--- src/hdl/rv_fetch_pkg.sv ---
package rv_fetch_pkg;

	localparam int XLEN = 32;

	// ----------------------------------------------------------
	// Major opcodes, bits 6:0 of the instruction word
	// ----------------------------------------------------------
	localparam logic [6:0] OPC_LOAD   = 7'b0000011;
	localparam logic [6:0] OPC_STORE  = 7'b0100011;
	localparam logic [6:0] OPC_OP     = 7'b0110011;
	localparam logic [6:0] OPC_OP_IMM = 7'b0010011;
	localparam logic [6:0] OPC_LUI    = 7'b0110111;
	localparam logic [6:0] OPC_AUIPC  = 7'b0010111;
	localparam logic [6:0] OPC_BRANCH = 7'b1100011;
	localparam logic [6:0] OPC_JAL    = 7'b1101111;
	localparam logic [6:0] OPC_JALR   = 7'b1100111;

	// funct7 values accepted on OP and OP_IMM
	localparam logic [6:0] F7_BASE   = 7'h00;
	localparam logic [6:0] F7_ALT    = 7'h20;
	localparam logic [6:0] F7_MULDIV = 7'h01;

	typedef enum logic [3:0] {
		ALU_ADD, ALU_SUB, ALU_SLL, ALU_SLT,
		ALU_SLTU, ALU_XOR, ALU_SRL, ALU_SRA,
		ALU_OR, ALU_AND, ALU_MUL, ALU_MULH,
		ALU_MULHSU, ALU_MULHU, ALU_DIV, ALU_REM
	} alu_op_e;

	typedef enum logic [2:0] {
		BR_NONE, BR_BEQ, BR_BNE, BR_BLT,
		BR_BGE, BR_BLTU, BR_BGEU, BR_JUMP
	} branch_e;

	typedef enum logic [1:0] {
		MEM_BYTE, MEM_HALF, MEM_WORD
	} mem_size_e;

	typedef struct packed {
		logic [XLEN-1:0] pc;
		logic [XLEN-1:0] imm;
		logic [4:0]      rd;
		logic [4:0]      rs1;
		logic [4:0]      rs2;
		alu_op_e         alu_op;
		branch_e         branch;
		mem_size_e       mem_size;
		logic            alu_imm;
		logic            load;
		logic            store;
		logic            load_unsigned;
		logic            jal;
		logic            jalr;
		logic            lui;
		logic            auipc;
		logic            div_unsigned;
		logic            illegal;
	} decoded_t;

endpackage

--- src/hdl/rv_pc.sv ---
`timescale 1ns/1ps

module rv_pc #(
	parameter logic [rv_fetch_pkg::XLEN-1:0] RESET_PC = '0
) (
	input  logic                          clk_i,
	input  logic                          reset_i,
	input  logic                          fetch_i,
	input  logic                          redirect_i,
	input  logic [rv_fetch_pkg::XLEN-1:0] redirect_addr_i,
	output logic [rv_fetch_pkg::XLEN-1:0] fetch_addr_o
);

	localparam logic [rv_fetch_pkg::XLEN-1:0] PC_STEP = 4;

	logic [rv_fetch_pkg::XLEN-1:0] pc_q;
	logic                          take_redirect;

	// A redirect only counts when it comes with a fetch strobe
	assign take_redirect = fetch_i & redirect_i;

	// Address of the word read in this cycle
	assign fetch_addr_o = take_redirect ? redirect_addr_i : pc_q;

	// ----------------------------------------------------------
	// Sequential PC
	// ----------------------------------------------------------
	// Steps past whichever address was just fetched, so a
	// redirect target is followed by target + 4
	always_ff @(posedge clk_i) begin
		if (reset_i) begin
			pc_q <= RESET_PC;
		end else if (fetch_i) begin
			pc_q <= fetch_addr_o + PC_STEP;
		end
	end

endmodule

--- config.mk ---
export PLATFORM = sky130hd
export DESIGN_NAME = rv_pc
export DESIGN_NICKNAME = d
export VERILOG_FILES = /design/src/hdl/rv_fetch_pkg.sv /design/src/hdl/rv_pc.sv
export SDC_FILE = /design/constraint.sdc
export NUM_CORES = 1
export LEC_CHECK = 0
export ABC_AREA = 1
export CORE_MARGIN = 4
export CORE_UTILIZATION = 30
export CTS_BUF_LIST = sky130_fd_sc_hd__clkbuf_16
export DETAILED_ROUTE_END_ITERATION = 7
export DONT_BUFFER_PORTS = 1
export PLACE_DENSITY = 0.43
export SLEW_MARGIN = 20
export SYNTH_ARGS = -nofsm -noshare
export SYNTH_HDL_FRONTEND = slang
export SYNTH_SLANG_ARGS = --single-unit
--- constraint.sdc ---
create_clock -name clk_i -period 1.95 [get_ports clk_i]
set_input_delay 0.2925 -clock clk_i [delete_from_list [all_inputs] [get_ports clk_i]]
set_output_delay 0.2925 -clock clk_i [all_outputs]
set_load 0.005 [all_outputs]
---- After elaboration in Yosys (flattened, before gate mapping) ----
Index checks and enable logic that the tools add are counted.
storage, ports and cells
  register bits after elaboration ......... 32
  input port bits ......................... 36
  output and inout bits ................... 32
operators by class
  add/sub/neg operators ................... 1
  muxes and demuxes ....................... 1
  bitwise logic cells ..................... 1
operator list
  cell                   count
  $add 32x3->32 const B  1
  $mux 32                1
  $and 1x1->1            1

---- Depth between registers and ports, before layout ----
Gate-level depths: netlist of the first run.
  word-level depth ........................ 3
  gate-level depth with buffers ........... 15
  depth with buffers taken out ............ 13

---- Worst setup path before layout of the first run ----
No wires, ideal clock.
  kind .................................... input to register
  from .................................... input fetch_i
  to ...................................... register pc_q[26] (netlist name)
  library setup time ...................... 0.109 ns
  arrival time ............................ 1.656 ns
  slack ................................... 0.185 ns
  stages on the path ...................... 15
  path buffers ............................ 2
  cells stage by stage .................... buf_6 -> nand2_4 -> buf_6 -> nand2_1 -> nand2_1 -> ha_1 -> nand3_2 -> inv_1 -> nand2_2 -> nor2_4 -> nand2_1 -> nand2_1 -> nand3_1 -> nand2_1 -> inv_1
between the ends
  cells in the longest elaborated chain, start to end .. 3
ends and longest elaborated chain
  element                     line         RTL
  start: declaration          rv_pc.sv:8   input logic fetch_i,
  $and 1x1->1                 rv_pc.sv:20  assign take_redirect = fetch_i & redirect_i;
  $mux 32                     rv_pc.sv:23  assign fetch_addr_o = take_redirect ? redirect_addr_i : pc_q;
  net fetch_addr_o (one bit)  rv_pc.sv:11  output logic [rv_fetch_pkg::XLEN-1:0] fetch_addr_o
  $add 32x3->32               rv_pc.sv:34  pc_q <= fetch_addr_o + PC_STEP;
  end signal: assignment      rv_pc.sv:34
  end: declaration            rv_pc.sv:16  logic [rv_fetch_pkg::XLEN-1:0] pc_q;
The timed path passes the listed nets, and every way through them passes these cells.
A chain may end at the register's enable or synchronous reset.

---- Worst setup path in the final report of the first run ----
  from .................................... register pc_q[2] (netlist name)
  to ...................................... register pc_q[29] (netlist name)
between the ends
  cells in the longest elaborated chain, start to end .. 2
ends and longest elaborated chain
  element        line
  $mux 32        rv_pc.sv:23
  $add 32x3->32  rv_pc.sv:34
No other way between the ends.

==> results.py, run 1 <==
metrics = {
    "routing": {
        "wl_per_cell_um": 14.91,
        "routed_wl_mm": 8.065,
        "drtIter0Drc": 135,
        "antenna_left": 0,
        "avgViaCountPerCell": 4.678,
        "drt_first_pass_iters": 4,
        "vias": 2531,
        "drcViolationCount": 0,
    },
    "finish": {
        "final_cell_mix": "nand2_1 (98), nor2_1 (72), nand3_1 (49), inv_1 (47), dfxtp_1 (32)",
        "fin_area_um2": 2915,
        "diodes": 0,
        "largest_register_ffs": 32,
        "largestRegisters": "pc_q x32",
        "final_common_cell": "nand2_1",
        "drive_gt1_share_pct": 19.17,
        "nFillCells": 1004,
        "synthToLayoutAreaGrowth_pct": 5.765,
        "fin_util_pct": 32.95,
        "top_register": "pc_q",
        "final_nets": 472,
        "layout.cells.non_filler": 541,
    },
    "die": {
        "die_y_um": 103.9,
        "die-width_um": 103.9,
        "coreArea_um2": 8848,
        "start_util_pct": 31.15,
        "die_area_um2": 10790,
        "io_pins": 68,
        "rows": 34,
    },
    "timing": {
        "tightest_slew_ps": 395.7,
        "hold_violations": 0,
        "whs_ps": 87.22,
        "fin_skew_ps": 6.627,
        "drv_slew": 0,
        "timing.final.ws_setup_ps": 305.8,
        "rsz0062_at_grt": "no",
        "setup_viol": 0,
        "fin_crit_ps": 1644,
        "setup_tns_ps": 0,
        "finalCritPeriodShare_pct": 84.32,
        "max_clock_freq_ghz": 0.6082,
        "relSlewSlack_pct": 73.59,
    },
    "clock_tree": {
        "cts_max_level": 2,
        "cts_resized": 0,
        "postCtsHoldBufs": 0,
        "worst_skew_pair.late_latency_ps": 270,
        "cts_sinks": 32,
        "cts_made_buffers": 5,
        "clockBufferDepth": 2,
        "cts_root_buf": "clkbuf_16",
        "clk_pin_slew_ps": 50,
        "cts_tree": "done",
        "post_cts_buffers": 0,
    },
    "placed_design": {
        "place_hpwl_mm": 6.026,
        "io_buffer_count": 0,
        "dp_slack_ps": 104.6,
        "dpl_cell_area_um2": 2790,
        "post-place-cells": 536,
        "place_congestion": 0.7943,
    },
    "setup_path": {
        "path_class": "flop to flop",
        "r2r_slack_ps": 310,
        "worstRegToRegCells": 10,
        "crit_fanout": 5,
        "worstPathArrival_ps": 1800,
        "timing.rr.end": "pc_q[29]",
        "cp-start-kind": "flop",
        "r2r_start": "pc_q[2]",
        "end_kind": "flop",
        "critPathRequiredTime_ps": 2110,
    },
    "flow_run": {
        "max_cap_viol_count": 0,
    },
    "outcome": {
        "status": "complete, no violations",
    },
    "pwr": {
        "peakVddDrop_mv": 0.2742,
        "report.power.total_mw": 1.805,
        "p_leak_nw": 1.297,
        "power_density_nw_per_um2": 619.1,
    },
    "global_route": {
        "grt_pass1_wl_mm": 13.43,
        "grt_pass1_vias": 2516,
        "grt_overflow": 0,
        "grt_use_total_pct": 15.31,
        "grt_max_degree": 81,
        "antenna_found_initial": 0,
    },
    "logic_synthesis": {
        "yosysWarnings": 0,
        "ys_top_cells_by_area": "dfxtp_1 (23%), nand2_1 (13%), nor2_1 (9.8%)",
        "ys_ff_latch": 32,
        "syn-cell-area_um2": 2756,
        "synth.distinct_cells": 24,
        "syn-num-nets": 478,
        "post_synth_inst_count": 441,
        "syn_avg_cell_area_um2": 6.250,
        "seq_area_frac_synth_pct": 23.24,
        "yosys.area.top_type": "dfxtp_1",
        "yosysTopAreaCellShare_pct": 23.24,
    },
    "hold_path": {
        "whs_path_depth": 1,
        "worst_hold_path_type": "input pin to flop",
        "hold_start": "reset_i",
        "hold_path_end": "pc_q[1]",
    },
}
-- report_power, final --
group	internal (mW)	total (mW)	switching [mW]
Sequential	0.702	0.724	0.0217
Combinational	0.126	0.370	0.244
Clock	0.450	0.711	0.261
Total	1.28	1.80	0.526
-- kinds of logic after synthesis --
family | count (synthesis) | share of synthesized area, %
AND/OR/NAND/NOR | 290 | 54.02
buffers and inverters | 68 | 11.98
AO/OA/AOI/OAI | 41 | 7.445
flip-flops | 32 | 23.24
XOR/XNOR | 9 | 2.860
adder cells (fa/ha/maj) | 1 | 0.4539
-- worst max path at each step --
stage | startpoint | to | slack (ps) | depth (start not counted)
2_1_floorplan | fetch_i | pc_q[26] | 180 | 15
3_3_place_gp | redirect_i | pc_q[31] | 130 | 13
3_5_place_dp | redirect_i | pc_q[30] | 100 | 11
4_1_cts | pc_q[2] | pc_q[30] | 310 | 10
5_1_grt | pc_q[2] | pc_q[30] | 110 | 10
6_report | pc_q[2] | pc_q[29] | 310 | 10
-- synth_stat cells --
cell,number
clkbuf_1,8
nand3_2,4
xnor2_1,5
xor2_1,4
o21ai_0,29
buf_2,2
nor2_2,12
nor2_4,11
dfxtp_1,32
buf_4,2
ha_1,1
nand2_4,7
nand3_4,5
nand2_1,98
nand4_1,1
nor2_1,72
buf_12,1
buf_6,5
inv_1,47
nand3_1,49
nand2_2,31
inv_2,2
a21oi_1,12
buf_8,1
-- area by class of cell --
type	instances	area, um2	share of cell area, %
flip-flops and latches	32	640.6	21.97
clock buffers	5	125.1	4.292
inverters	49	183.9	6.309
multi-input cells	341	1785	61.24
well taps	108	135.1	4.635
repair buffers	6	45.04	1.545
-- critical path, stage by stage (launching register included) --
cell,delay [ps]
dfxtp_1,340
nand2_1,60
nand2_1,90
buf_4,140
nand2_1,60
nor2_1,170
nand2_2,160
nor2_2,250
a21oi_1,110
nor2_1,100
nor2_1,40
-- per-layer routing --
metal | track usage (%) | up-vias | wire [um] | part of all wire (%)
li1 | - | 1355 | - | -
met1 | 19.53 | 1123 | 3758 | 47
met2 | 24.70 | 45 | 3693 | 46
met3 | 5.276 | 8 | 519 | 6.4
met4 | 3.894 | 0 | 92 | 1.1
met5 | 0 | - | 0 | 0
Power figures use the tool's default switching activity.
==> inputs of run 2 (changes only) <==
--- a/config.mk
+++ b/config.mk
@@ -11,7 +11,7 @@
 export CTS_BUF_LIST = sky130_fd_sc_hd__clkbuf_16
 export DETAILED_ROUTE_END_ITERATION = 7
 export DONT_BUFFER_PORTS = 1
-export PLACE_DENSITY = 0.43
+export PLACE_DENSITY = 0.44
 export SLEW_MARGIN = 20
 export SYNTH_ARGS = -nofsm -noshare
 export SYNTH_HDL_FRONTEND = slang
==> constraint.sdc (replaced) <==
create_clock -name clk_i -period 1.4 [get_ports clk_i]
set_input_delay 0.21 -clock clk_i [delete_from_list [all_inputs] [get_ports clk_i]]
set_output_delay 0.21 -clock clk_i [all_outputs]
set_load 0.005 [all_outputs]
==> run 2 against run 1 <==
The flow now finishes with violations (negative setup slack). Die area did not move. Critical path depth rose by 1. Sequential power rose by 40%. Sequential share of layout area fell by 5.6 points. Clock power rose by 46%. Cell count rose by 18%. Clock skew fell by 0.58 ps. Routed wire length rose by 8.5%. Via count rose by 15%. Total power rose by 63%. Core utilization rose by 12 points. Critical endpoint is now pc_q[31].
==> results.py, run 2 (same netlist as run 1, synthesis figures left out) <==
metrics = {
    "outcome": {
        "status": "finished, violations left",
        "violations": "negative setup slack",
    },
    "clock_tree": {
        "cts_tree": "done",
        "cts_made_buffers": 5,
        "cts_max_level": 2,
        "worst_skew_pair.late_latency_ps": 280,
        "cts_sinks": 32,
        "cts_root_buf": "clkbuf_16",
        "clk_pin_slew_ps": 50,
        "clockBufferDepth": 2,
    },
    "pwr": {
        "power_density_nw_per_um2": 739.7,
        "report.power.total_mw": 2.940,
        "peakVddDrop_mv": 0.3601,
        "p_leak_nw": 1.899,
    },
    "timing": {
        "max_clock_freq_ghz": 0.6983,
        "rsz0062_at_grt": "yes",
        "setup_tns_ps": -103.3,
        "fin_skew_ps": 6.050,
        "fin_crit_ps": 1432,
        "tightest_slew_ps": 410.7,
        "hold_violations": 0,
        "setup_viol": 7,
        "timing.final.ws_setup_ps": -32.07,
        "drv_slew": 0,
        "relSlewSlack_pct": 72.59,
        "finalCritPeriodShare_pct": 102.3,
    },
    "routing": {
        "drcViolationCount": 0,
        "wl_per_cell_um": 13.74,
        "drt_first_pass_iters": 4,
        "drtIter0Drc": 105,
        "vias": 2920,
        "avgViaCountPerCell": 4.584,
        "antenna_left": 0,
        "routed_wl_mm": 8.750,
    },
    "global_route": {
        "grt_pass1_vias": 2771,
        "grt_pass1_wl_mm": 14.25,
        "grt_overflow": 0,
        "grt_max_degree": 81,
        "grt_use_total_pct": 16.05,
        "antenna_found_initial": 0,
    },
    "die": {
        "coreArea_um2": 8848,
        "rows": 34,
        "die_area_um2": 10790,
        "die-width_um": 103.9,
        "die_y_um": 103.9,
        "io_pins": 68,
        "start_util_pct": 31.15,
    },
    "setup_path": {
        "cp_num_buf_inv": 1,
        "critPathRequiredTime_ps": 1580,
        "path_class": "flop to flop",
        "path_delay_family": "simple AND/OR/NAND/NOR gates",
        "crit_path_cell_trace": "nand2_1, nand2_2, nand2_4, nor2_4, nand2_2, nor2_4, nand2_1, nand2_1, nand3_1, nand2_1, inv_1",
        "cpMostUsedCell": "nand2_1",
        "crit_fanout": 5,
        "cp_slowest_cell": "dfxtp_2",
        "cp-start-kind": "flop",
        "cpPeakStageDelay_ps": 320,
        "worstPathArrival_ps": 1610,
        "end_kind": "flop",
    },
    "flow_run": {
        "max_cap_viol_count": 0,
    },
    "placed_design": {
        "post-place-cells": 608,
        "io_buffer_count": 0,
        "dpl_cell_area_um2": 3467,
        "place_congestion": 0.7799,
        "place_hpwl_mm": 6.425,
        "dp_slack_ps": -199.3,
    },
    "finish": {
        "fin_area_um2": 3975,
        "layout.cells.non_filler": 637,
        "largest_register_ffs": 32,
        "final_common_cell": "buf_4",
        "diodes": 0,
        "top_register": "pc_q",
        "final_cell_mix": "buf_4 (89), nand2_1 (77), nor2_1 (63), inv_1 (47), nand3_1 (46)",
        "synthToLayoutAreaGrowth_pct": 44.21,
        "final_nets": 565,
        "largestRegisters": "pc_q x32",
        "drive_gt1_share_pct": 41.21,
    },
    "hold_path": {
        "worst_hold_path_type": "input pin to flop",
    },
}
==> run 2: cell count changes in the layout (fill, tap and decap cells not counted), sizes merged <==
cell and change:
clkinv +1, dlygate4sd3 +2, buf +91, inv +2
==> run 2: final cells by class <==
| type | instances | area (um2) |
|---|---|---|
| clock inverter | 3 | 11.26 |
| timing repair buffer | 99 | 813.3 |
| tap | 108 | 135.1 |
| sequential | 32 | 649.4 |
| inverter | 49 | 183.9 |
| clock buffer | 5 | 125.1 |
| multi-input combinational | 341 | 2057 |
| fill | 936 | 4873 |
==> run 2: timing repair <==
item                                   CTS  global route
buffers inserted                         8            11
endpoints found under the hold margin    1             1
gates resized for setup                 15            43
setup endpoints to repair               21            28
pin swaps                               16            32
hold buffers                             1             1
==> run 2: report_power, final <==
group          internal [mW]  total [mW]  switching [mW]
Clock                  0.640        1.04           0.405
Sequential             0.980        1.01          0.0309
Combinational          0.442       0.885           0.443
Total                   2.06        2.94           0.879
==> run 2: layer usage <==
metal  wire, um  part of all wire (%)  GRT usage (%)  up-vias
li1           -                     -              -     1544
met1       4231                    48          21.79     1315
met2       4044                    46          25.77       56
met3        410                   4.7          3.973        5
met4         63                  0.72          3.419        0
met5          0                     0              0        -
==> run 2: through the flow <==
| step | util [%] | hold slack, ps |
|---|---|---|
| final | 44.92 | 38.38 |
| after global routing | 44.92 | 19.87 |
| after CTS | 42.11 | 0.7894 |
| after detailed placement | 39.18 | 291.2 |
| after global placement | 39.18 | 287.0 |
| after floorplan | - | 387.5 |
==> run 2: worst paths after layout <==
kind	start	endpoint	slack [ps]	depth (start not counted)
setup / recovery	pc_q[13]	pc_q[31]	-30	11
hold / removal	fetch_i	pc_q[2]	40	1
setup reg to reg	pc_q[13]	pc_q[31]	-30	11
hold reg to reg	pc_q[29]	pc_q[29]	510	2
==> inputs of run 3 (changes only) <==
--- a/config.mk
+++ b/config.mk
@@ -5,7 +5,6 @@
 export SDC_FILE = /design/constraint.sdc
 export NUM_CORES = 1
 export LEC_CHECK = 0
-export ABC_AREA = 1
 export CORE_MARGIN = 4
 export CORE_UTILIZATION = 30
 export CTS_BUF_LIST = sky130_fd_sc_hd__clkbuf_16
==> run 3 against run 2 <==
The run still ends with negative setup slack left. Routed wire length increased by 6.7%. Sequential share of layout area decreased by 0.53 points. Total power decreased by 2.5%. Synthesized cell count decreased by 23%. Register-to-register slack got worse by 470 ps. Via count increased by 0.55%.
==> results.py, run 3 <==
metrics = {
    "outcome": {
        "status": "finished, violations left",
        "violations": "negative setup slack",
    },
    "clock_tree": {
        "worst_skew_pair.late_latency_ps": 280,
        "clk_pin_slew_ps": 60,
        "cts_max_level": 2,
        "cts_tree": "done",
        "cts_made_buffers": 5,
        "cts_root_buf": "clkbuf_16",
        "cts_sinks": 32,
        "clockBufferDepth": 2,
    },
    "die": {
        "io_pins": 68,
        "die-width_um": 99.29,
        "start_util_pct": 30.58,
        "die_area_um2": 9858,
        "coreArea_um2": 8175,
        "die_y_um": 99.29,
        "rows": 33,
    },
    "pwr": {
        "swShare_pct": 28.16,
        "power_density_nw_per_um2": 689.9,
        "p_int_mw": 2.059,
        "p_clk_share_pct": 37.0,
        "comb_power_share_pct": 27.7,
        "p_seq_share_pct": 35.3,
        "switchingPower_uw": 807.2,
        "report.power.total_mw": 2.867,
        "p_leak_nw": 1.766,
        "peakVddDrop_mv": 0.4280,
    },
    "logic_synthesis": {
        "ys_ff_latch": 32,
        "ys_top_cells_by_area": "dfxtp_1 (26%), nand2_1 (12%), mux2i_1 (6.4%)",
        "synth.distinct_cells": 52,
        "postSynth.asyncResetShare_pct": 0,
        "post_synth_inst_count": 340,
        "yosysTopAreaCellShare_pct": 25.63,
        "synth_commonest_cells": "nand2_1 (80), dfxtp_1 (32), nand4_1 (25)",
        "yosys.area.top_type": "dfxtp_1",
        "synth_edf_count": 0,
        "yosysMostFrequentCell": "nand2_1",
        "seq_area_frac_synth_pct": 25.63,
        "synth_top_flop_cell": "dfxtp_1",
        "syn-cell-area_um2": 2500,
        "syn-num-nets": 377,
        "yosysWarnings": 0,
        "syn_avg_cell_area_um2": 7.353,
    },
    "setup_path": {
        "cp-startpoint": "pc_q[2]",
        "path_class": "flop to flop",
        "worstRegToRegCells": 11,
        "end_kind": "flop",
        "critPathRequiredTime_ps": 1570,
        "worstPathArrival_ps": 2070,
        "r2r_slack_ps": -500,
        "r2r_start": "pc_q[2]",
        "cp-start-kind": "flop",
        "crit_fanout": 4,
    },
    "timing": {
        "timing.final.ws_setup_ps": -501.1,
        "rsz0062_at_grt": "yes",
        "relSlewSlack_pct": 68.71,
        "fin_crit_ps": 1901,
        "drv_slew": 0,
        "max_clock_freq_ghz": 0.5260,
        "setup_viol": 31,
        "tightest_slew_ps": 467.9,
        "fin_skew_ps": 5.402,
        "finalCritPeriodShare_pct": 135.8,
        "hold_violations": 0,
    },
    "finish": {
        "fin_area_um2": 4155,
        "synthToLayoutAreaGrowth_pct": 66.22,
        "fin_util_pct": 50.83,
        "drive_gt1_share_pct": 48.00,
        "largestRegisters": "pc_q x32",
        "final_common_cell": "buf_4",
        "final_nets": 486,
        "diodes": 0,
        "largest_register_ffs": 32,
        "final_cell_mix": "buf_4 (89), nand2_1 (69), buf_6 (26), nand4_1 (25), dfxtp_1 (21)",
        "top_register": "pc_q",
    },
    "hold_path": {
        "hold_start": "reset_i",
        "whs_path_depth": 1,
        "worst_hold_path_type": "input pin to flop",
    },
    "routing": {
        "avgViaCountPerCell": 5.290,
        "antenna_left": 0,
        "wl_per_cell_um": 16.83,
        "drtIter0Drc": 119,
        "routed_wl_mm": 9.338,
        "vias": 2936,
        "drt_first_pass_iters": 4,
        "drcViolationCount": 0,
    },
    "global_route": {
        "grt_pass1_vias": 2866,
        "antenna_found_initial": 0,
        "grt_pass1_wl_mm": 14.91,
        "grt_overflow": 0,
        "grt_use_total_pct": 18.81,
        "grt_max_degree": 50,
    },
    "placed_design": {
        "dpl_cell_area_um2": 3311,
        "place_hpwl_mm": 6.370,
        "place_congestion": 0.7756,
        "io_buffer_count": 0,
    },
    "flow_run": {
        "max_cap_viol_count": 0,
    },
}
-- run 3: changes by cell type after synthesis, sizes merged, moves of 14 or more --
| cell | change |
|---|---|
| inv | -37 |
| mux2i | +16 |
| nand2 | -55 |
| nand2b | +14 |
| nand3 | -45 |
| nand4 | +25 |
| nor2 | -72 |
-- run 3: logic make-up after synthesis --
logic type               share of synthesized area [%]
AND/OR/NAND/NOR                                  37.14
multiplexers                                     10.31
XOR/XNOR                                         4.204
flip-flops                                       25.63
AO/OA/AOI/OAI                                    15.32
buffers and inverters                            6.907
adder cells (fa/ha/maj)                         0.5004
-- run 3: timing repair --
action | in CTS | in global routing
pin swaps | 24 | 21
cloned | 0 | 0
setup buffers | 26 | 13
endpoints found under the setup margin | 35 | 41
endpoints found under the hold margin | 8 | 2
gates resized for setup | 66 | 48
hold buffers | 2 | 1
-- run 3: metal layers --
layer  wire (um)  up-vias  global-route usage [%]
met5           0        -                       0
met4         135        0                   5.357
met3         579       11                   4.137
met2        4584       82                   31.40
met1        4039     1406                   24.35
li1            -     1437                       -
-- run 3: final timing paths --
path | end
min reg2reg | pc_q[1]
max | pc_q[22]
min | pc_q[8]
max reg2reg | pc_q[22]
-- run 3: power by group through the flow --
stage	Clock (mW)	Sequential [mW]	Combinational (mW)
floorplan	0	1.02	0.408
global placement	0	1.02	0.615
detailed placement	0	1.02	0.620
CTS	1.10	1.01	0.725
global route	1.13	1.02	0.863
finish	1.06	1.01	0.795
-- run 3: critical path, stage by stage (launching register included) --
cell and delay (ps):
dfxtp_2 330, inv_2 50, o21ai_4 150, ha_4 180
nand3_2 80, nor3_2 130, o211ai_1 100, buf_4 170
buf_4 140, nor2_4 130, a21oi_2 70, a311o_1 260
-- run 3: cell type report --
type                       instances  area (um2)
clock buffer                       5       125.1
clock inverter                     3       13.76
fill                             793        4020
inverter                          12       45.04
multi-input combinational        274        2087
sequential                        32       656.9
tap                              105       131.4
timing repair buffer             124        1096
-- run 3: stage by stage --
step	setup slack, ps	TNS (ps)	cells	hold WS [ps]
after detailed placement	-684.2	-13740	514	288.9
final	-501.1	-8021	555	18.16
after CTS	-515.5	-8088	544	2.987
after global placement	-589.6	-12900	514	287.8
after global routing	-589.4	-11080	555	12.99
after floorplan	-1035	-13910	340	368.3
