<file path="src/hdl/rv_fetch_pkg.sv">
package rv_fetch_pkg;

	localparam int XLEN = 32;

	// ----------------------------------------------------------
	// Major opcodes, bits 6:0 of the instruction word
	// ----------------------------------------------------------
	localparam logic [6:0] OPC_LOAD   = 7'b0000011;
	localparam logic [6:0] OPC_STORE  = 7'b0100011;
	localparam logic [6:0] OPC_OP     = 7'b0110011;
	localparam logic [6:0] OPC_OP_IMM = 7'b0010011;
	localparam logic [6:0] OPC_LUI    = 7'b0110111;
	localparam logic [6:0] OPC_AUIPC  = 7'b0010111;
	localparam logic [6:0] OPC_BRANCH = 7'b1100011;
	localparam logic [6:0] OPC_JAL    = 7'b1101111;
	localparam logic [6:0] OPC_JALR   = 7'b1100111;

	// funct7 values accepted on OP and OP_IMM
	localparam logic [6:0] F7_BASE   = 7'h00;
	localparam logic [6:0] F7_ALT    = 7'h20;
	localparam logic [6:0] F7_MULDIV = 7'h01;

	typedef enum logic [3:0] {
		ALU_ADD, ALU_SUB, ALU_SLL, ALU_SLT,
		ALU_SLTU, ALU_XOR, ALU_SRL, ALU_SRA,
		ALU_OR, ALU_AND, ALU_MUL, ALU_MULH,
		ALU_MULHSU, ALU_MULHU, ALU_DIV, ALU_REM
	} alu_op_e;

	typedef enum logic [2:0] {
		BR_NONE, BR_BEQ, BR_BNE, BR_BLT,
		BR_BGE, BR_BLTU, BR_BGEU, BR_JUMP
	} branch_e;

	typedef enum logic [1:0] {
		MEM_BYTE, MEM_HALF, MEM_WORD
	} mem_size_e;

	typedef struct packed {
		logic [XLEN-1:0] pc;
		logic [XLEN-1:0] imm;
		logic [4:0]      rd;
		logic [4:0]      rs1;
		logic [4:0]      rs2;
		alu_op_e         alu_op;
		branch_e         branch;
		mem_size_e       mem_size;
		logic            alu_imm;
		logic            load;
		logic            store;
		logic            load_unsigned;
		logic            jal;
		logic            jalr;
		logic            lui;
		logic            auipc;
		logic            div_unsigned;
		logic            illegal;
	} decoded_t;

endpackage

</file>
<file path="src/hdl/rv_decoder.sv">
`timescale 1ns/1ps

module rv_decoder (
	input  logic                          clk_i,
	input  logic                          reset_i,
	input  logic                          instr_valid_i,
	input  logic [rv_fetch_pkg::XLEN-1:0] instr_i,
	input  logic [rv_fetch_pkg::XLEN-1:0] instr_pc_i,
	output logic                          dec_valid_o,
	output rv_fetch_pkg::decoded_t        dec_o
);

	logic [6:0]                    opcode;
	logic [2:0]                    funct3;
	logic [6:0]                    funct7;
	logic [rv_fetch_pkg::XLEN-1:0] imm_i;
	logic [rv_fetch_pkg::XLEN-1:0] imm_s;
	logic [rv_fetch_pkg::XLEN-1:0] imm_b;
	logic [rv_fetch_pkg::XLEN-1:0] imm_u;
	logic [rv_fetch_pkg::XLEN-1:0] imm_j;
	logic                          bad;
	rv_fetch_pkg::decoded_t        raw;
	rv_fetch_pkg::decoded_t        dec_d;

	assign opcode = instr_i[6:0];
	assign funct3 = instr_i[14:12];
	assign funct7 = instr_i[31:25];

	// ----------------------------------------------------------
	// Immediate formats, all sign-extended from bit 31
	// ----------------------------------------------------------
	assign imm_i = {{20{instr_i[31]}}, instr_i[31:20]};
	assign imm_s = {{20{instr_i[31]}}, instr_i[31:25], instr_i[11:7]};
	assign imm_b = {{19{instr_i[31]}}, instr_i[31], instr_i[7], instr_i[30:25],
		instr_i[11:8], 1'b0};
	assign imm_u = {instr_i[31:12], 12'b0};
	assign imm_j = {{11{instr_i[31]}}, instr_i[31], instr_i[19:12], instr_i[20],
		instr_i[30:21], 1'b0};

	// Register indices only where the format carries them
	always_comb begin
		raw = '0;
		raw.pc = instr_pc_i;
		bad = 1'b0;
		case (opcode)
			rv_fetch_pkg::OPC_LUI: begin
				raw.lui = 1'b1;
				raw.rd  = instr_i[11:7];
				raw.imm = imm_u;
			end
			rv_fetch_pkg::OPC_AUIPC: begin
				raw.auipc = 1'b1;
				raw.rd    = instr_i[11:7];
				raw.imm   = imm_u;
			end
			rv_fetch_pkg::OPC_JAL: begin
				raw.jal    = 1'b1;
				raw.branch = rv_fetch_pkg::BR_JUMP;
				raw.rd     = instr_i[11:7];
				raw.imm    = imm_j;
			end
			rv_fetch_pkg::OPC_JALR: begin
				raw.jalr   = 1'b1;
				raw.branch = rv_fetch_pkg::BR_JUMP;
				raw.rd     = instr_i[11:7];
				raw.rs1    = instr_i[19:15];
				raw.imm    = imm_i;
			end
			rv_fetch_pkg::OPC_BRANCH: begin
				raw.rs1 = instr_i[19:15];
				raw.rs2 = instr_i[24:20];
				raw.imm = imm_b;
				case (funct3)
					3'b000:  raw.branch = rv_fetch_pkg::BR_BEQ;
					3'b001:  raw.branch = rv_fetch_pkg::BR_BNE;
					3'b100:  raw.branch = rv_fetch_pkg::BR_BLT;
					3'b101:  raw.branch = rv_fetch_pkg::BR_BGE;
					3'b110:  raw.branch = rv_fetch_pkg::BR_BLTU;
					3'b111:  raw.branch = rv_fetch_pkg::BR_BGEU;
					default: raw.branch = rv_fetch_pkg::BR_NONE;
				endcase
			end
			rv_fetch_pkg::OPC_LOAD, rv_fetch_pkg::OPC_STORE: begin
				raw.rs1 = instr_i[19:15];
				case (funct3[1:0])
					2'b00:   raw.mem_size = rv_fetch_pkg::MEM_BYTE;
					2'b01:   raw.mem_size = rv_fetch_pkg::MEM_HALF;
					default: raw.mem_size = rv_fetch_pkg::MEM_WORD;
				endcase
				if (opcode == rv_fetch_pkg::OPC_LOAD) begin
					raw.load          = 1'b1;
					raw.load_unsigned = funct3[2];
					raw.rd            = instr_i[11:7];
					raw.imm           = imm_i;
				end else begin
					raw.store = 1'b1;
					raw.rs2   = instr_i[24:20];
					raw.imm   = imm_s;
				end
			end
			rv_fetch_pkg::OPC_OP_IMM: begin
				raw.alu_imm = 1'b1;
				raw.rd      = instr_i[11:7];
				raw.rs1     = instr_i[19:15];
				raw.imm     = imm_i;
				case (funct3)
					3'b000: raw.alu_op = rv_fetch_pkg::ALU_ADD;
					3'b010: raw.alu_op = rv_fetch_pkg::ALU_SLT;
					3'b011: raw.alu_op = rv_fetch_pkg::ALU_SLTU;
					3'b100: raw.alu_op = rv_fetch_pkg::ALU_XOR;
					3'b110: raw.alu_op = rv_fetch_pkg::ALU_OR;
					3'b111: raw.alu_op = rv_fetch_pkg::ALU_AND;
					3'b001: begin
						raw.alu_op = rv_fetch_pkg::ALU_SLL;
						bad        = (funct7 != rv_fetch_pkg::F7_BASE);
					end
					default: begin
						// SRLI or SRAI, told apart by funct7
						raw.alu_op = (funct7 == rv_fetch_pkg::F7_ALT) ?
							rv_fetch_pkg::ALU_SRA : rv_fetch_pkg::ALU_SRL;
						bad = (funct7 != rv_fetch_pkg::F7_BASE) &&
							(funct7 != rv_fetch_pkg::F7_ALT);
					end
				endcase
			end
			rv_fetch_pkg::OPC_OP: begin
				raw.rd  = instr_i[11:7];
				raw.rs1 = instr_i[19:15];
				raw.rs2 = instr_i[24:20];
				if (funct7 == rv_fetch_pkg::F7_BASE) begin
					raw.alu_op = rv_fetch_pkg::alu_op_e'({1'b0, funct3} +
						((funct3 > 3'b000) ? 4'd1 : 4'd0) +
						((funct3 > 3'b101) ? 4'd1 : 4'd0));
				end else if (funct7 == rv_fetch_pkg::F7_ALT) begin
					raw.alu_op = (funct3 == 3'b101) ?
						rv_fetch_pkg::ALU_SRA : rv_fetch_pkg::ALU_SUB;
					bad = (funct3 != 3'b000) && (funct3 != 3'b101);
				end else if (funct7 == rv_fetch_pkg::F7_MULDIV) begin
					// Unsigned divide and remainder share the DIV and REM codes
					raw.div_unsigned = funct3[2] & funct3[0];
					case (funct3)
						3'b000:         raw.alu_op = rv_fetch_pkg::ALU_MUL;
						3'b001:         raw.alu_op = rv_fetch_pkg::ALU_MULH;
						3'b010:         raw.alu_op = rv_fetch_pkg::ALU_MULHSU;
						3'b011:         raw.alu_op = rv_fetch_pkg::ALU_MULHU;
						3'b100, 3'b101: raw.alu_op = rv_fetch_pkg::ALU_DIV;
						default:        raw.alu_op = rv_fetch_pkg::ALU_REM;
					endcase
				end else begin
					bad = 1'b1;
				end
			end
			default: bad = 1'b1;
		endcase
	end

	// Illegal words keep only their PC and the illegal flag
	always_comb begin
		dec_d = raw;
		if (bad) begin
			dec_d         = '0;
			dec_d.pc      = instr_pc_i;
			dec_d.illegal = 1'b1;
		end
	end

	// ----------------------------------------------------------
	// Output register
	// ----------------------------------------------------------
	always_ff @(posedge clk_i) begin
		if (instr_valid_i) begin
			dec_o <= dec_d;
		end
	end

	always_ff @(posedge clk_i) begin
		if (reset_i) begin
			dec_valid_o <= 1'b0;
		end else begin
			dec_valid_o <= instr_valid_i;
		end
	end

endmodule

</file>
<file path="config.mk">
export PLATFORM = sky130hd
export DESIGN_NAME = rv_decoder
export DESIGN_NICKNAME = d
export VERILOG_FILES = /design/src/hdl/rv_fetch_pkg.sv /design/src/hdl/rv_decoder.sv
export SDC_FILE = /design/constraint.sdc
export NUM_CORES = 1
export LEC_CHECK = 0
export ABC_AREA = 1
export BUFFER_PORTS_ARGS = -buffer_cell sky130_fd_sc_hd__buf_4
export CORE_UTILIZATION = 40
export CTS_CLUSTER_DIAMETER = 100
export DETAILED_ROUTE_END_ITERATION = 8
export PLACE_DENSITY_LB_ADDON = 0.12
export SLEW_MARGIN = 10
export SYNTH_ARGS = -nofsm -noshare
export SYNTH_HDL_FRONTEND = slang
export SYNTH_SLANG_ARGS = --single-unit
</file>
<file path="constraint.sdc">
create_clock -name clk_i -period 4.4 [get_ports clk_i]
set_input_delay 0.22 -clock clk_i [delete_from_list [all_inputs] [get_ports clk_i]]
set_output_delay 0.22 -clock clk_i [all_outputs]
set_load 0.01 [all_outputs]
</file>
# Yosys cells after proc, flatten, opt, wreduce, memory -nomap -nowiden
# Index checks and enable logic that the tools add are counted.
op_classes:
  muxes: 32
  bitwise_logic: 6
  add_sub_neg: 2
  n_eq_ne: 21
  reduce_logical: 21
  magnitude_cmp: 2
ops:
  columns: ["op", "n"]
  rows:
  - ["$pmux W32 S5", 1]
  - ["$eq A7 B6 Y1 const B", 4]
  - ["$pmux W4 S7", 1]
  - ["$eq A7 B7 Y1 const B", 3]
  - ["$pmux W5 S2", 2]
  - ["$pmux W3 S6", 1]
  - ["$reduce_or A6 Y1", 3]
  - ["$reduce_or A2 Y1", 8]
  - ["$mux W5", 3]
  - ["$pmux W3 S5", 1]
  - ["$eq A7 B5 Y1 const B", 2]
  - ["$mux W1", 14]
  - ["$eq A3 B3 Y1 const B", 4]
  - ["$mux W4", 3]
  - ["$pmux W4 S2", 1]
  - ["$eq A7 B1 Y1 const B", 1]
  - ["$eq A7 B2 Y1 const B", 1]
  - ["$logic_not A7 Y1", 1]
  - ["$ne A7 B6 Y1 const B", 1]
  - ["$reduce_bool A7 Y1", 1]
  - ["$reduce_or A7 Y1", 1]
  - ["$eq A3 B2 Y1 const B", 2]
  - ["$pmux W3 S2", 1]
  - ["$not A1 Y1", 5]
  - ["18 further kinds", 19]
word_totals:
  wordCells: 103
  out_inout_bits: 99
  register_bits: 99

# Longest topological paths before layout
# Gate-level depths: netlist (run 1).
logic_depth:
  ltp_word: 7
  depth_mapped: 10
  mapped_depth_nobuf: 10

# Worst setup path after synthesis (run 1)
# Ideal clock, no wire load.
synth_path:
  path_kind: "input-to-reg"
  start: "input instr_i[14] (netlist bit)"
  end: "register dec_o[16] (netlist bit) (data pin)"
  path_buffers: 1
  path_stages: 9
  t_arrival_ns: 1.460
  required_ns: 4.146
  setup_slack_ns: 2.686
  path_cell_list: "buf_2 > nand2_1 > fa_1 > inv_1 > ha_1 > nor2_1 > nor2_1 > a21oi_1 > nor2_1"
synth_between:
  elab_chain_cells: 7
  elab_cells_between_ends: 30
synth_rtl:
  columns: ["element", "line_no", "rtl"]
  rows:
  - ["start: declaration", "rv_decoder.sv:7", "input logic [rv_fetch_pkg::XLEN-1:0] instr_i,"]
  - ["parallel branches: the longest is 7 deep, another holds $add A3 B1 Y4", null, null]
  - ["end signal: assignment", "rv_decoder.sv:172", "dec_o <= dec_d;"]
  - ["end: declaration", "rv_decoder.sv:10", "output rv_fetch_pkg::decoded_t dec_o"]
# Several ways; the timed one is not identified.
# A chain may end at the register's enable or synchronous reset.

# Worst setup path in the final report (run 1)
layout_path:
  start: "input instr_i[3] (netlist bit)"
  end: "register dec_o[22] (netlist bit) (data pin)"
layout_between:
  elab_chain_cells: 3
  elab_cells_between_ends: 15
layout_rtl:
  columns: ["element", "line_no", "rtl"]
  rows:
  - ["$eq A7 B2 Y1, or another cell as far along", "rv_decoder.sv:45, rv_decoder.sv:90", null]
  - ["$reduce_or A7 Y1 (no source line), or another cell as far along", null, null]
  - ["$pmux W1 S3 / $pmux W5 S2 (equally long branches)", "rv_decoder.sv:45", "case (opcode)"]
# Several ways; a longest one is shown, not always the timed one.

==> results of run 1 <==
-- cell type report --
class	count	area (um^2)
clock buffer	9	124
clock inverter	7	98.8
fill	880	4380
inverter	47	176
multi-input combinational	213	1040
sequential	99	2960
tap	136	170
timing repair buffer	178	1370
-- path summary, 6_finish.rpt --
path	start	endpoint	slack (ps)	cells after the start
setup / recovery	instr_i[3]	dec_o[22]	2580	8
hold / removal	instr_pc_i[31]	dec_o[97]	20	1
-- layer usage --
| metal | vias up | wire length, um | share of wire [%] |
|---|---|---|---|
| li1 | 1597 | - | - |
| met1 | 1531 | 4360 | 42 |
| met2 | 149 | 4940 | 48 |
| met3 | 14 | 820 | 8.0 |
| met4 | 0 | 148 | 1.4 |
| met5 | - | 0 | 0 |
-- state kept, by name (all words and copies together), names as in the netlist --
name / flops
dec_o: 98
dec_valid_o: 1
-- cell families after synthesis --
kind of cell | after synthesis | share of synthesized area, %
simple gates | 173 | 19.2
fa+ha+maj | 2 | 0.764
compound gates | 37 | 4.41
buf+inv | 55 | 5.85
xor+xnor | 1 | 0.206
flops | 99 | 69.6
-- power groups by stage --
stage	sequential, W	clock (W)	combinational, W
5_1_grt	0.00112	0.000715	0.000270
2_1_floorplan	0.00116	0	0.0000466
4_1_cts	0.00111	0.000675	0.000243
6_report	0.00111	0.000658	0.000249
3_5_place_dp	0.00113	0	0.000242
3_3_place_gp	0.00113	0	0.000241
-- through the flow --
step	worst slack (ps)	hold WS, ps	total power, W	utilization, %	std cells
floorplan	2690	291	0.00121	-	367
global placement	2280	378	0.00137	54.2	661
detailed placement	2160	379	0.00138	54.2	661
CTS	2550	2.29	0.00203	56.5	678
global route	2380	-0.352	0.00210	57.6	689
finish	2580	24.4	0.00202	57.6	689
-- Yosys cell counts (2+ instances only) --
cell,count,share of area [%]
edfxtp_1,98,69
nor2_1,74,6.5
nand2_1,49,4.3
inv_1,41,3.6
a21oi_1,25,2.9
nor3_1,14,1.6
nand3_1,10,1.2
o21ai_0,9,1.1
nand2_2,8,1.2
inv_2,6,0.53
buf_6,5,1.3
nor2_4,5,1.3
nand3_2,4,0.94
nor3_2,4,0.94
nand4_1,2,0.29
o22ai_1,2,0.29
-- critical path, cell delays in order --
cell and delay (ps):
buf_4 120, inv_2 60, nand2_1 40, nor2_1 200, nand3_2 300, nand3_1 240
nand3_4 460, nor3_1 330
-- cell usage in the layout, fill, tap and decap left out --
| cell type | instances |
|---|---|
| nand3_2 | 4 |
| nor2_1 | 74 |
| o21ai_0 | 9 |
| fa_1 | 1 |
| nor3_1 | 14 |
| nor2_4 | 5 |
| nand4_1 | 2 |
| ha_1 | 1 |
| inv_8 | 1 |
| o22ai_1 | 2 |
| o21ai_1 | 1 |
| inv_1 | 41 |
| xnor2_1 | 1 |
| clkinv_2 | 2 |
| buf_4 | 166 |
| bufinv_16 | 2 |
| edfxtp_1 | 98 |
| nand3_4 | 1 |
| nand2_1 | 49 |
| inv_6 | 2 |
| dlygate4sd3_1 | 12 |
| clkbuf_8 | 9 |
| nor3_2 | 4 |
| nand2_2 | 8 |
| a21oi_1 | 25 |
| inv_2 | 6 |
| dfxtp_1 | 1 |
| nand2_4 | 1 |
| nand3_1 | 10 |
| nor2_2 | 1 |
==> impl_results.html, run 1 <==
<table>
<tr><th>Metric</th><th>Value</th></tr>
<tr><th colspan="2">Placed design</th></tr>
<tr><td>Post-detail-place hpwl</td><td>7.35 mm</td></tr>
<tr><td>Dpl cell area</td><td>5600 um^2</td></tr>
<tr><td>Port Buffers</td><td>~170</td></tr>
<tr><td>Global placer's final weighted congestion</td><td>0.911</td></tr>
<tr><th colspan="2">Power and ir drop</th></tr>
<tr><td>Switching power</td><td>0.000474 W</td></tr>
<tr><td>Power share of the sequential group</td><td>55.1%</td></tr>
<tr><td>Sw Ratio</td><td>23.5%</td></tr>
<tr><td>Power density cells</td><td>339 nW/um^2</td></tr>
<tr><td>Largest voltage drop on the vdd net</td><td>approximately 0.15 mV</td></tr>
<tr><td>Combinational fraction of design power</td><td>roughly an eighth</td></tr>
<tr><td>Cell-internal power</td><td>0.00154 W</td></tr>
<tr><td>Lkg Pwr</td><td>2.50 nW</td></tr>
<tr><td>Share of total power in the clock network</td><td>32.6%</td></tr>
<tr><th colspan="2">CTS</th></tr>
<tr><td>Clock transition at the registers of the reported paths</td><td>100 ps</td></tr>
<tr><td>Sinks on the clock net</td><td>99</td></tr>
<tr><td>CTS tree</td><td>done</td></tr>
<tr><td>Post-CTS Resized</td><td>0</td></tr>
<tr><td>Count of H-tree levels built during CTS</td><td>3</td></tr>
<tr><td>Longest Clk Path Bufs</td><td>2</td></tr>
<tr><td>Buffer count from post-CTS setup fixing</td><td>0</td></tr>
<tr><td>Clock root buffer</td><td>clkbuf_8</td></tr>
<tr><td>Hold buffers post-CTS</td><td>1</td></tr>
<tr><td>Total CTS buffers</td><td>9</td></tr>
<tr><th colspan="2">Global route</th></tr>
<tr><td>Routing layer with the top usage in global route</td><td>met2</td></tr>
<tr><td>Global-route wire length before repair</td><td>16.2 mm</td></tr>
<tr><td>Number of antenna violations at the first check in global routing</td><td>0</td></tr>
<tr><td>Tot GR Track Use</td><td>19.2%</td></tr>
<tr><td>Overflow after GRT</td><td>0</td></tr>
<tr><td>Met3 global-route usage</td><td>5.86%</td></tr>
<tr><td>Via count of the first global-routing pass</td><td>3218</td></tr>
<tr><td>Met1 track demand over resource</td><td>about a quarter</td></tr>
<tr><td>Met2 usage in global routing</td><td>a little under a third</td></tr>
<tr><td>Pin count of the biggest net entering global routing</td><td>64</td></tr>
<tr><th colspan="2">Cells and area</th></tr>
<tr><td>Antenna fix cells</td><td>0</td></tr>
<tr><td>Fraction of final layout cells with drive strength greater than 1</td><td>38.3%</td></tr>
<tr><td>Total Nets Final</td><td>617</td></tr>
<tr><td>Area growth, synth to finish</td><td>39.6%</td></tr>
<tr><td>Final design instance area without fill</td><td>5940 um^2</td></tr>
<tr><th colspan="2">Worst setup path</th></tr>
<tr><td>Maximum fanout along the worst path</td><td>52</td></tr>
<tr><td>Category of the most critical setup path</td><td>input port to flip-flop</td></tr>
<tr><td>Data arrival time of the worst path</td><td>around 2000 ps</td></tr>
<tr><td>Required time worst endpoint</td><td>4590 ps</td></tr>
<tr><td>Sort of element at the start of the critical path</td><td>input port</td></tr>
<tr><td>Kind of end point of the critical path</td><td>flip-flop</td></tr>
<tr><th colspan="2">Yosys</th></tr>
<tr><td>Async set-reset flop share out of synthesis</td><td>0%</td></tr>
<tr><td>Post-synth EDFFs</td><td>between 90 and 100</td></tr>
<tr><td>Number of warnings issued by yosys</td><td>0</td></tr>
<tr><td>Number of instances in the synthesized netlist</td><td>367</td></tr>
<tr><td>Yosys reg bits</td><td>99</td></tr>
<tr><td>Part of the Yosys area used for sequential elements</td><td>69.6%</td></tr>
<tr><td>Net Count, Synth</td><td>436</td></tr>
<tr><td>Netlist cell types</td><td>27</td></tr>
<tr><td>Post-Synthesis Mean Instance Area</td><td>roughly 12 um^2</td></tr>
<tr><td>Most used flip-flop cell after synthesis</td><td>edfxtp_1</td></tr>
<tr><td>Netlist area before placement</td><td>4260 um^2</td></tr>
<tr><th colspan="2">Die</th></tr>
<tr><td>Core outline area</td><td>10300 um^2</td></tr>
<tr><td>DIE HEIGHT</td><td>105 um</td></tr>
<tr><td>Total Die Area</td><td>11100 um^2</td></tr>
<tr><td>Row Count</td><td>37</td></tr>
<tr><td>Die span in x</td><td>105 um</td></tr>
<tr><td>Top Ports</td><td>166</td></tr>
<tr><td>Initial Utilization</td><td>41.2%</td></tr>
<tr><th colspan="2">Drt</th></tr>
<tr><td>Routed wire length</td><td>10.3 mm</td></tr>
<tr><td>Total number of vias</td><td>~3300</td></tr>
<tr><td>Remaining number of nets flagged by the antenna check after routing</td><td>0</td></tr>
<tr><td>DR DRC count</td><td>0</td></tr>
<tr><td>Vias per inst</td><td>4.78</td></tr>
<tr><td>Detailed-routing iteration count for the pre-antenna-repair pass</td><td>5</td></tr>
<tr><td>Iteration-0 DRC count of the detailed router</td><td>160</td></tr>
<tr><td>Average wire per standard cell</td><td>14.9 um</td></tr>
<tr><th colspan="2">Timing</th></tr>
<tr><td>Slew @ Worst Pin</td><td>around 790 ps</td></tr>
<tr><td>Count of final hold-check violations</td><td>0</td></tr>
<tr><td>Number of slew-limit violations in the final report</td><td>0</td></tr>
<tr><td>Min Clock Period, post-route</td><td>1820 ps</td></tr>
<tr><td>Setup repair after global routing missed its margin</td><td>no</td></tr>
<tr><td>Final Cycle Share</td><td>41.5%</td></tr>
<tr><td>Max Fclk</td><td>0.548 GHz</td></tr>
<tr><td>Accumulated negative setup slack</td><td>0 ps</td></tr>
<tr><td>Normalized max-slew margin</td><td>47.4%</td></tr>
<tr><td>Setup violation total in the final timing report</td><td>0</td></tr>
<tr><th colspan="2">Run</th></tr>
<tr><td>Max-cap check violation count</td><td>0</td></tr>
<tr><th colspan="2">Status</th></tr>
<tr><td>Run status</td><td>complete, no violations</td></tr>
<tr><th colspan="2">Min path</th></tr>
<tr><td>Min-Delay Path Class</td><td>input port to flip-flop</td></tr>
</table>
No activity file was read; power rests on OpenSTA's default activity.
==> run 2: changes to the inputs <==
- ABC_AREA: 1 -> 0
- clock period: 4.4 -> 1.65 ns (I/O delays scaled with it)
==> impl_results.html, run 2 <==
<table>
<tr><th>Metric</th><th>Value</th></tr>
<tr><th colspan="2">Die</th></tr>
<tr><td>Total Die Area</td><td>approximately 11000 um^2</td></tr>
<tr><td>Initial Utilization</td><td>41.7%</td></tr>
<tr><td>Core outline area</td><td>9910 um^2</td></tr>
<tr><td>Top Ports</td><td>166</td></tr>
<tr><td>DIE HEIGHT</td><td>104 um</td></tr>
<tr><td>Die span in x</td><td>104 um</td></tr>
<tr><td>Row Count</td><td>36</td></tr>
<tr><th colspan="2">Drt</th></tr>
<tr><td>Total number of vias</td><td>3371</td></tr>
<tr><td>Vias per inst</td><td>4.86</td></tr>
<tr><td>DR DRC count</td><td>0</td></tr>
<tr><td>Remaining number of nets flagged by the antenna check after routing</td><td>0</td></tr>
<tr><td>Iteration-0 DRC count of the detailed router</td><td>between 150 and 200</td></tr>
<tr><td>Routed wire length</td><td>around 12 mm</td></tr>
<tr><td>Detailed-routing iteration count for the pre-antenna-repair pass</td><td>4</td></tr>
<tr><td>Average wire per standard cell</td><td>approximately 17 um</td></tr>
<tr><th colspan="2">Yosys</th></tr>
<tr><td>Netlist area before placement</td><td>4130 um^2</td></tr>
<tr><td>Leading cell type by number of instances after synthesis</td><td>edfxtp_1</td></tr>
<tr><td>Share of Yosys cell area claimed by the top area cell type</td><td>71.3%</td></tr>
<tr><td>Number of instances in the synthesized netlist</td><td>307</td></tr>
<tr><td>Part of the Yosys area used for sequential elements</td><td>71.7%</td></tr>
<tr><td>Top cell type by total area after synthesis</td><td>edfxtp_1</td></tr>
<tr><td>Net Count, Synth</td><td>376</td></tr>
<tr><td>Yosys reg bits</td><td>99</td></tr>
<tr><td>Number of warnings issued by yosys</td><td>0</td></tr>
<tr><td>Async set-reset flop share out of synthesis</td><td>0%</td></tr>
<tr><td>Most used flip-flop cell after synthesis</td><td>edfxtp_1</td></tr>
<tr><td>Post-synth EDFFs</td><td>98</td></tr>
<tr><td>Top area cells in the synthesized netlist</td><td>edfxtp_1, a21oi_1, nand2_1</td></tr>
<tr><td>Ranking of synthesized cells by instance count</td><td>edfxtp_1, a21oi_1, nand2_1</td></tr>
<tr><td>Post-Synthesis Mean Instance Area</td><td>13.5 um^2</td></tr>
<tr><td>Netlist cell types</td><td>46</td></tr>
<tr><th colspan="2">Worst setup path</th></tr>
<tr><td>Count of buffer and inverter cells on the critical path</td><td>1</td></tr>
<tr><td>Maximum fanout along the worst path</td><td>11</td></tr>
<tr><td>Data arrival time of the worst path</td><td>1840 ps</td></tr>
<tr><td>Crit path largest cell delay</td><td>between 500 and 600 ps</td></tr>
<tr><td>Critical Path, Cell by Cell</td><td>buf_4, or3_4, a211o_1, nor3b_4, or4b_4, a21oi_1</td></tr>
<tr><td>Required time worst endpoint</td><td>around 1900 ps</td></tr>
<tr><td>Sort of element at the start of the critical path</td><td>input port</td></tr>
<tr><td>Kind of end point of the critical path</td><td>flip-flop</td></tr>
<tr><td>Category of the most critical setup path</td><td>input port to flip-flop</td></tr>
<tr><td>Top cell family by delay on the critical path</td><td>simple AND/OR/NAND/NOR gates</td></tr>
<tr><td>Master of the slowest instance on the critical path</td><td>or4b_4</td></tr>
<tr><th colspan="2">Timing</th></tr>
<tr><td>Final Cycle Share</td><td>97.9%</td></tr>
<tr><td>Min Clock Period, post-route</td><td>1610 ps</td></tr>
<tr><td>Setup repair after global routing missed its margin</td><td>no</td></tr>
<tr><td>Normalized max-slew margin</td><td>approximately half</td></tr>
<tr><td>Count of final hold-check violations</td><td>0</td></tr>
<tr><td>Max Fclk</td><td>0.619 GHz</td></tr>
<tr><td>Setup violation total in the final timing report</td><td>0</td></tr>
<tr><td>Slew @ Worst Pin</td><td>between 700 and 800 ps</td></tr>
<tr><td>Number of slew-limit violations in the final report</td><td>0</td></tr>
<tr><th colspan="2">Cells and area</th></tr>
<tr><td>Fraction of final layout cells with drive strength greater than 1</td><td>47.5%</td></tr>
<tr><td>Area growth, synth to finish</td><td>59.4%</td></tr>
<tr><td>Most frequent cells in the layout</td><td>buf_4, edfxtp_1, dlygate4sd3_1</td></tr>
<tr><td>Total Nets Final</td><td>624</td></tr>
<tr><td>Area occupied by registers</td><td>2960 um^2</td></tr>
<tr><td>Non-filler cells in the finished layout</td><td>between 600 and 700</td></tr>
<tr><td>Final design instance area without fill</td><td>approximately 6600 um^2</td></tr>
<tr><td>Multi-input gate area in the final layout</td><td>around 1200 um^2</td></tr>
<tr><td>Largest reg by FF count</td><td>dec_o</td></tr>
<tr><td>Commonest non-fill, non-tap cell in the layout</td><td>buf_4</td></tr>
<tr><td>Filler cells</td><td>roughly 760</td></tr>
<tr><td>Antenna fix cells</td><td>0</td></tr>
<tr><td>Largest registers</td><td>dec_o: 98 flops, dec_valid_o: 1 flops</td></tr>
<tr><td>Max FFs per register</td><td>98</td></tr>
<tr><th colspan="2">Power and ir drop</th></tr>
<tr><td>Power density cells</td><td>856 nW/um^2</td></tr>
<tr><td>Largest voltage drop on the vdd net</td><td>approximately 0.40 mV</td></tr>
<tr><td>Lkg Pwr</td><td>2.59 nW</td></tr>
<tr><th colspan="2">CTS</th></tr>
<tr><td>CTS tree</td><td>done</td></tr>
<tr><td>Clock transition at the registers of the reported paths</td><td>100 ps</td></tr>
<tr><td>Clock root buffer</td><td>clkbuf_8</td></tr>
<tr><td>Longest Clk Path Bufs</td><td>2</td></tr>
<tr><td>Count of H-tree levels built during CTS</td><td>3</td></tr>
<tr><td>Total CTS buffers</td><td>9</td></tr>
<tr><td>Sinks on the clock net</td><td>~100</td></tr>
<tr><th colspan="2">Min path</th></tr>
<tr><td>Min-Delay Path Class</td><td>input port to flip-flop</td></tr>
<tr><th colspan="2">Global route</th></tr>
<tr><td>Tot GR Track Use</td><td>21.9%</td></tr>
<tr><td>Pin count of the biggest net entering global routing</td><td>100</td></tr>
<tr><td>Overflow after GRT</td><td>0</td></tr>
<tr><td>Number of antenna violations at the first check in global routing</td><td>0</td></tr>
<tr><td>Via count of the first global-routing pass</td><td>roughly 3500</td></tr>
<tr><td>Global-route wire length before repair</td><td>18.1 mm</td></tr>
<tr><th colspan="2">Placed design</th></tr>
<tr><td>Post-detail-place hpwl</td><td>7.94 mm</td></tr>
<tr><td>Port Buffers</td><td>165</td></tr>
<tr><td>Dpl cell area</td><td>about 6000 um^2</td></tr>
<tr><td>Global placer's final weighted congestion</td><td>~0.84</td></tr>
<tr><td>Cell Count Post-Placement</td><td>643</td></tr>
<tr><th colspan="2">Status</th></tr>
<tr><td>Run status</td><td>complete, no violations</td></tr>
<tr><th colspan="2">Run</th></tr>
<tr><td>Max-cap check violation count</td><td>0</td></tr>
</table>
[run 2: changes by cell type after synthesis, sizes merged, moves of 5 or more]
cell    before  now
inv         47    7
nor3b        0    9
and2         0   13
nor2        80   22
or3          0    7
nand3       15    5
a31oi        0    6
nand2       58   27
nor3        18   13
and3         0    7
nand2b       0    6
clkbuf       1    9
[run 2: path summary, 6_finish.rpt]
path               startpoint         to  slack [ps]  cells past startpoint
setup / recovery  instr_i[26]  dec_o[34]          40                      6
hold / removal    instr_i[24]  dec_o[23]          20                      2
[run 2: cells by family after synthesis]
group,share of synthesized area [%]
AOI/OAI and AO/OA,8.36
xor gates and xnor gates,0.636
adders and majority gates,0.788
buffers and inverters,2.18
DFF,71.7
and+or+nand+nor,16.3
[run 2: area by class of cell]
class	count	area share, %
Inverter	7	0.399
Multi-Input combinational cell	187	18.3
Timing Repair Buffer	251	30.1
Clock inverter	4	1.22
Tap cell	133	2.53
Sequential cell	99	45.0
Clock buffer	12	2.51
[run 2: timing repair]
action | CTS | global route
hold buffers | 33 | 0
buffers inserted | 0 | 1
endpoints found under the hold margin | 33 | 0
setup endpoints to repair | 0 | 9
resized for setup | 0 | 6
[run 2: per-stage QoR]
stage	worst slack [ps]	setup TNS [ps]	total power [W]	hold slack (ps)	utilization [%]
after global routing	6.65	0	0.00581	16.6	66.4
final	35.2	0	0.00563	20.3	66.4
after detailed placement	-365	-10440	0.00377	240	60.2
after floorplan	-121	-2250	0.00324	154	-
after global placement	-311	-9310	0.00376	239	60.2
after CTS	20.9	0	0.00566	15.5	66.0
[run 2: report_power, final]
part / switching (W) / internal, W / total (W)
logic: 0.000370 / 0.000443 / 0.000813
clock network: 0.000864 / 0.000992 / 0.00186
registers: 0.0000476 / 0.00292 / 0.00297
total: 0.00128 / 0.00435 / 0.00563
[run 2: metal layers]
layer  share of wire [%]  track usage [%]  vias to the layer above
li1                    -                -                     1641
met2                  49             37.2                      127
met5                   0                0                        -
met4                 2.0             8.90                        0
met1                  43             27.9                     1585
met3                 6.2             3.71                       18
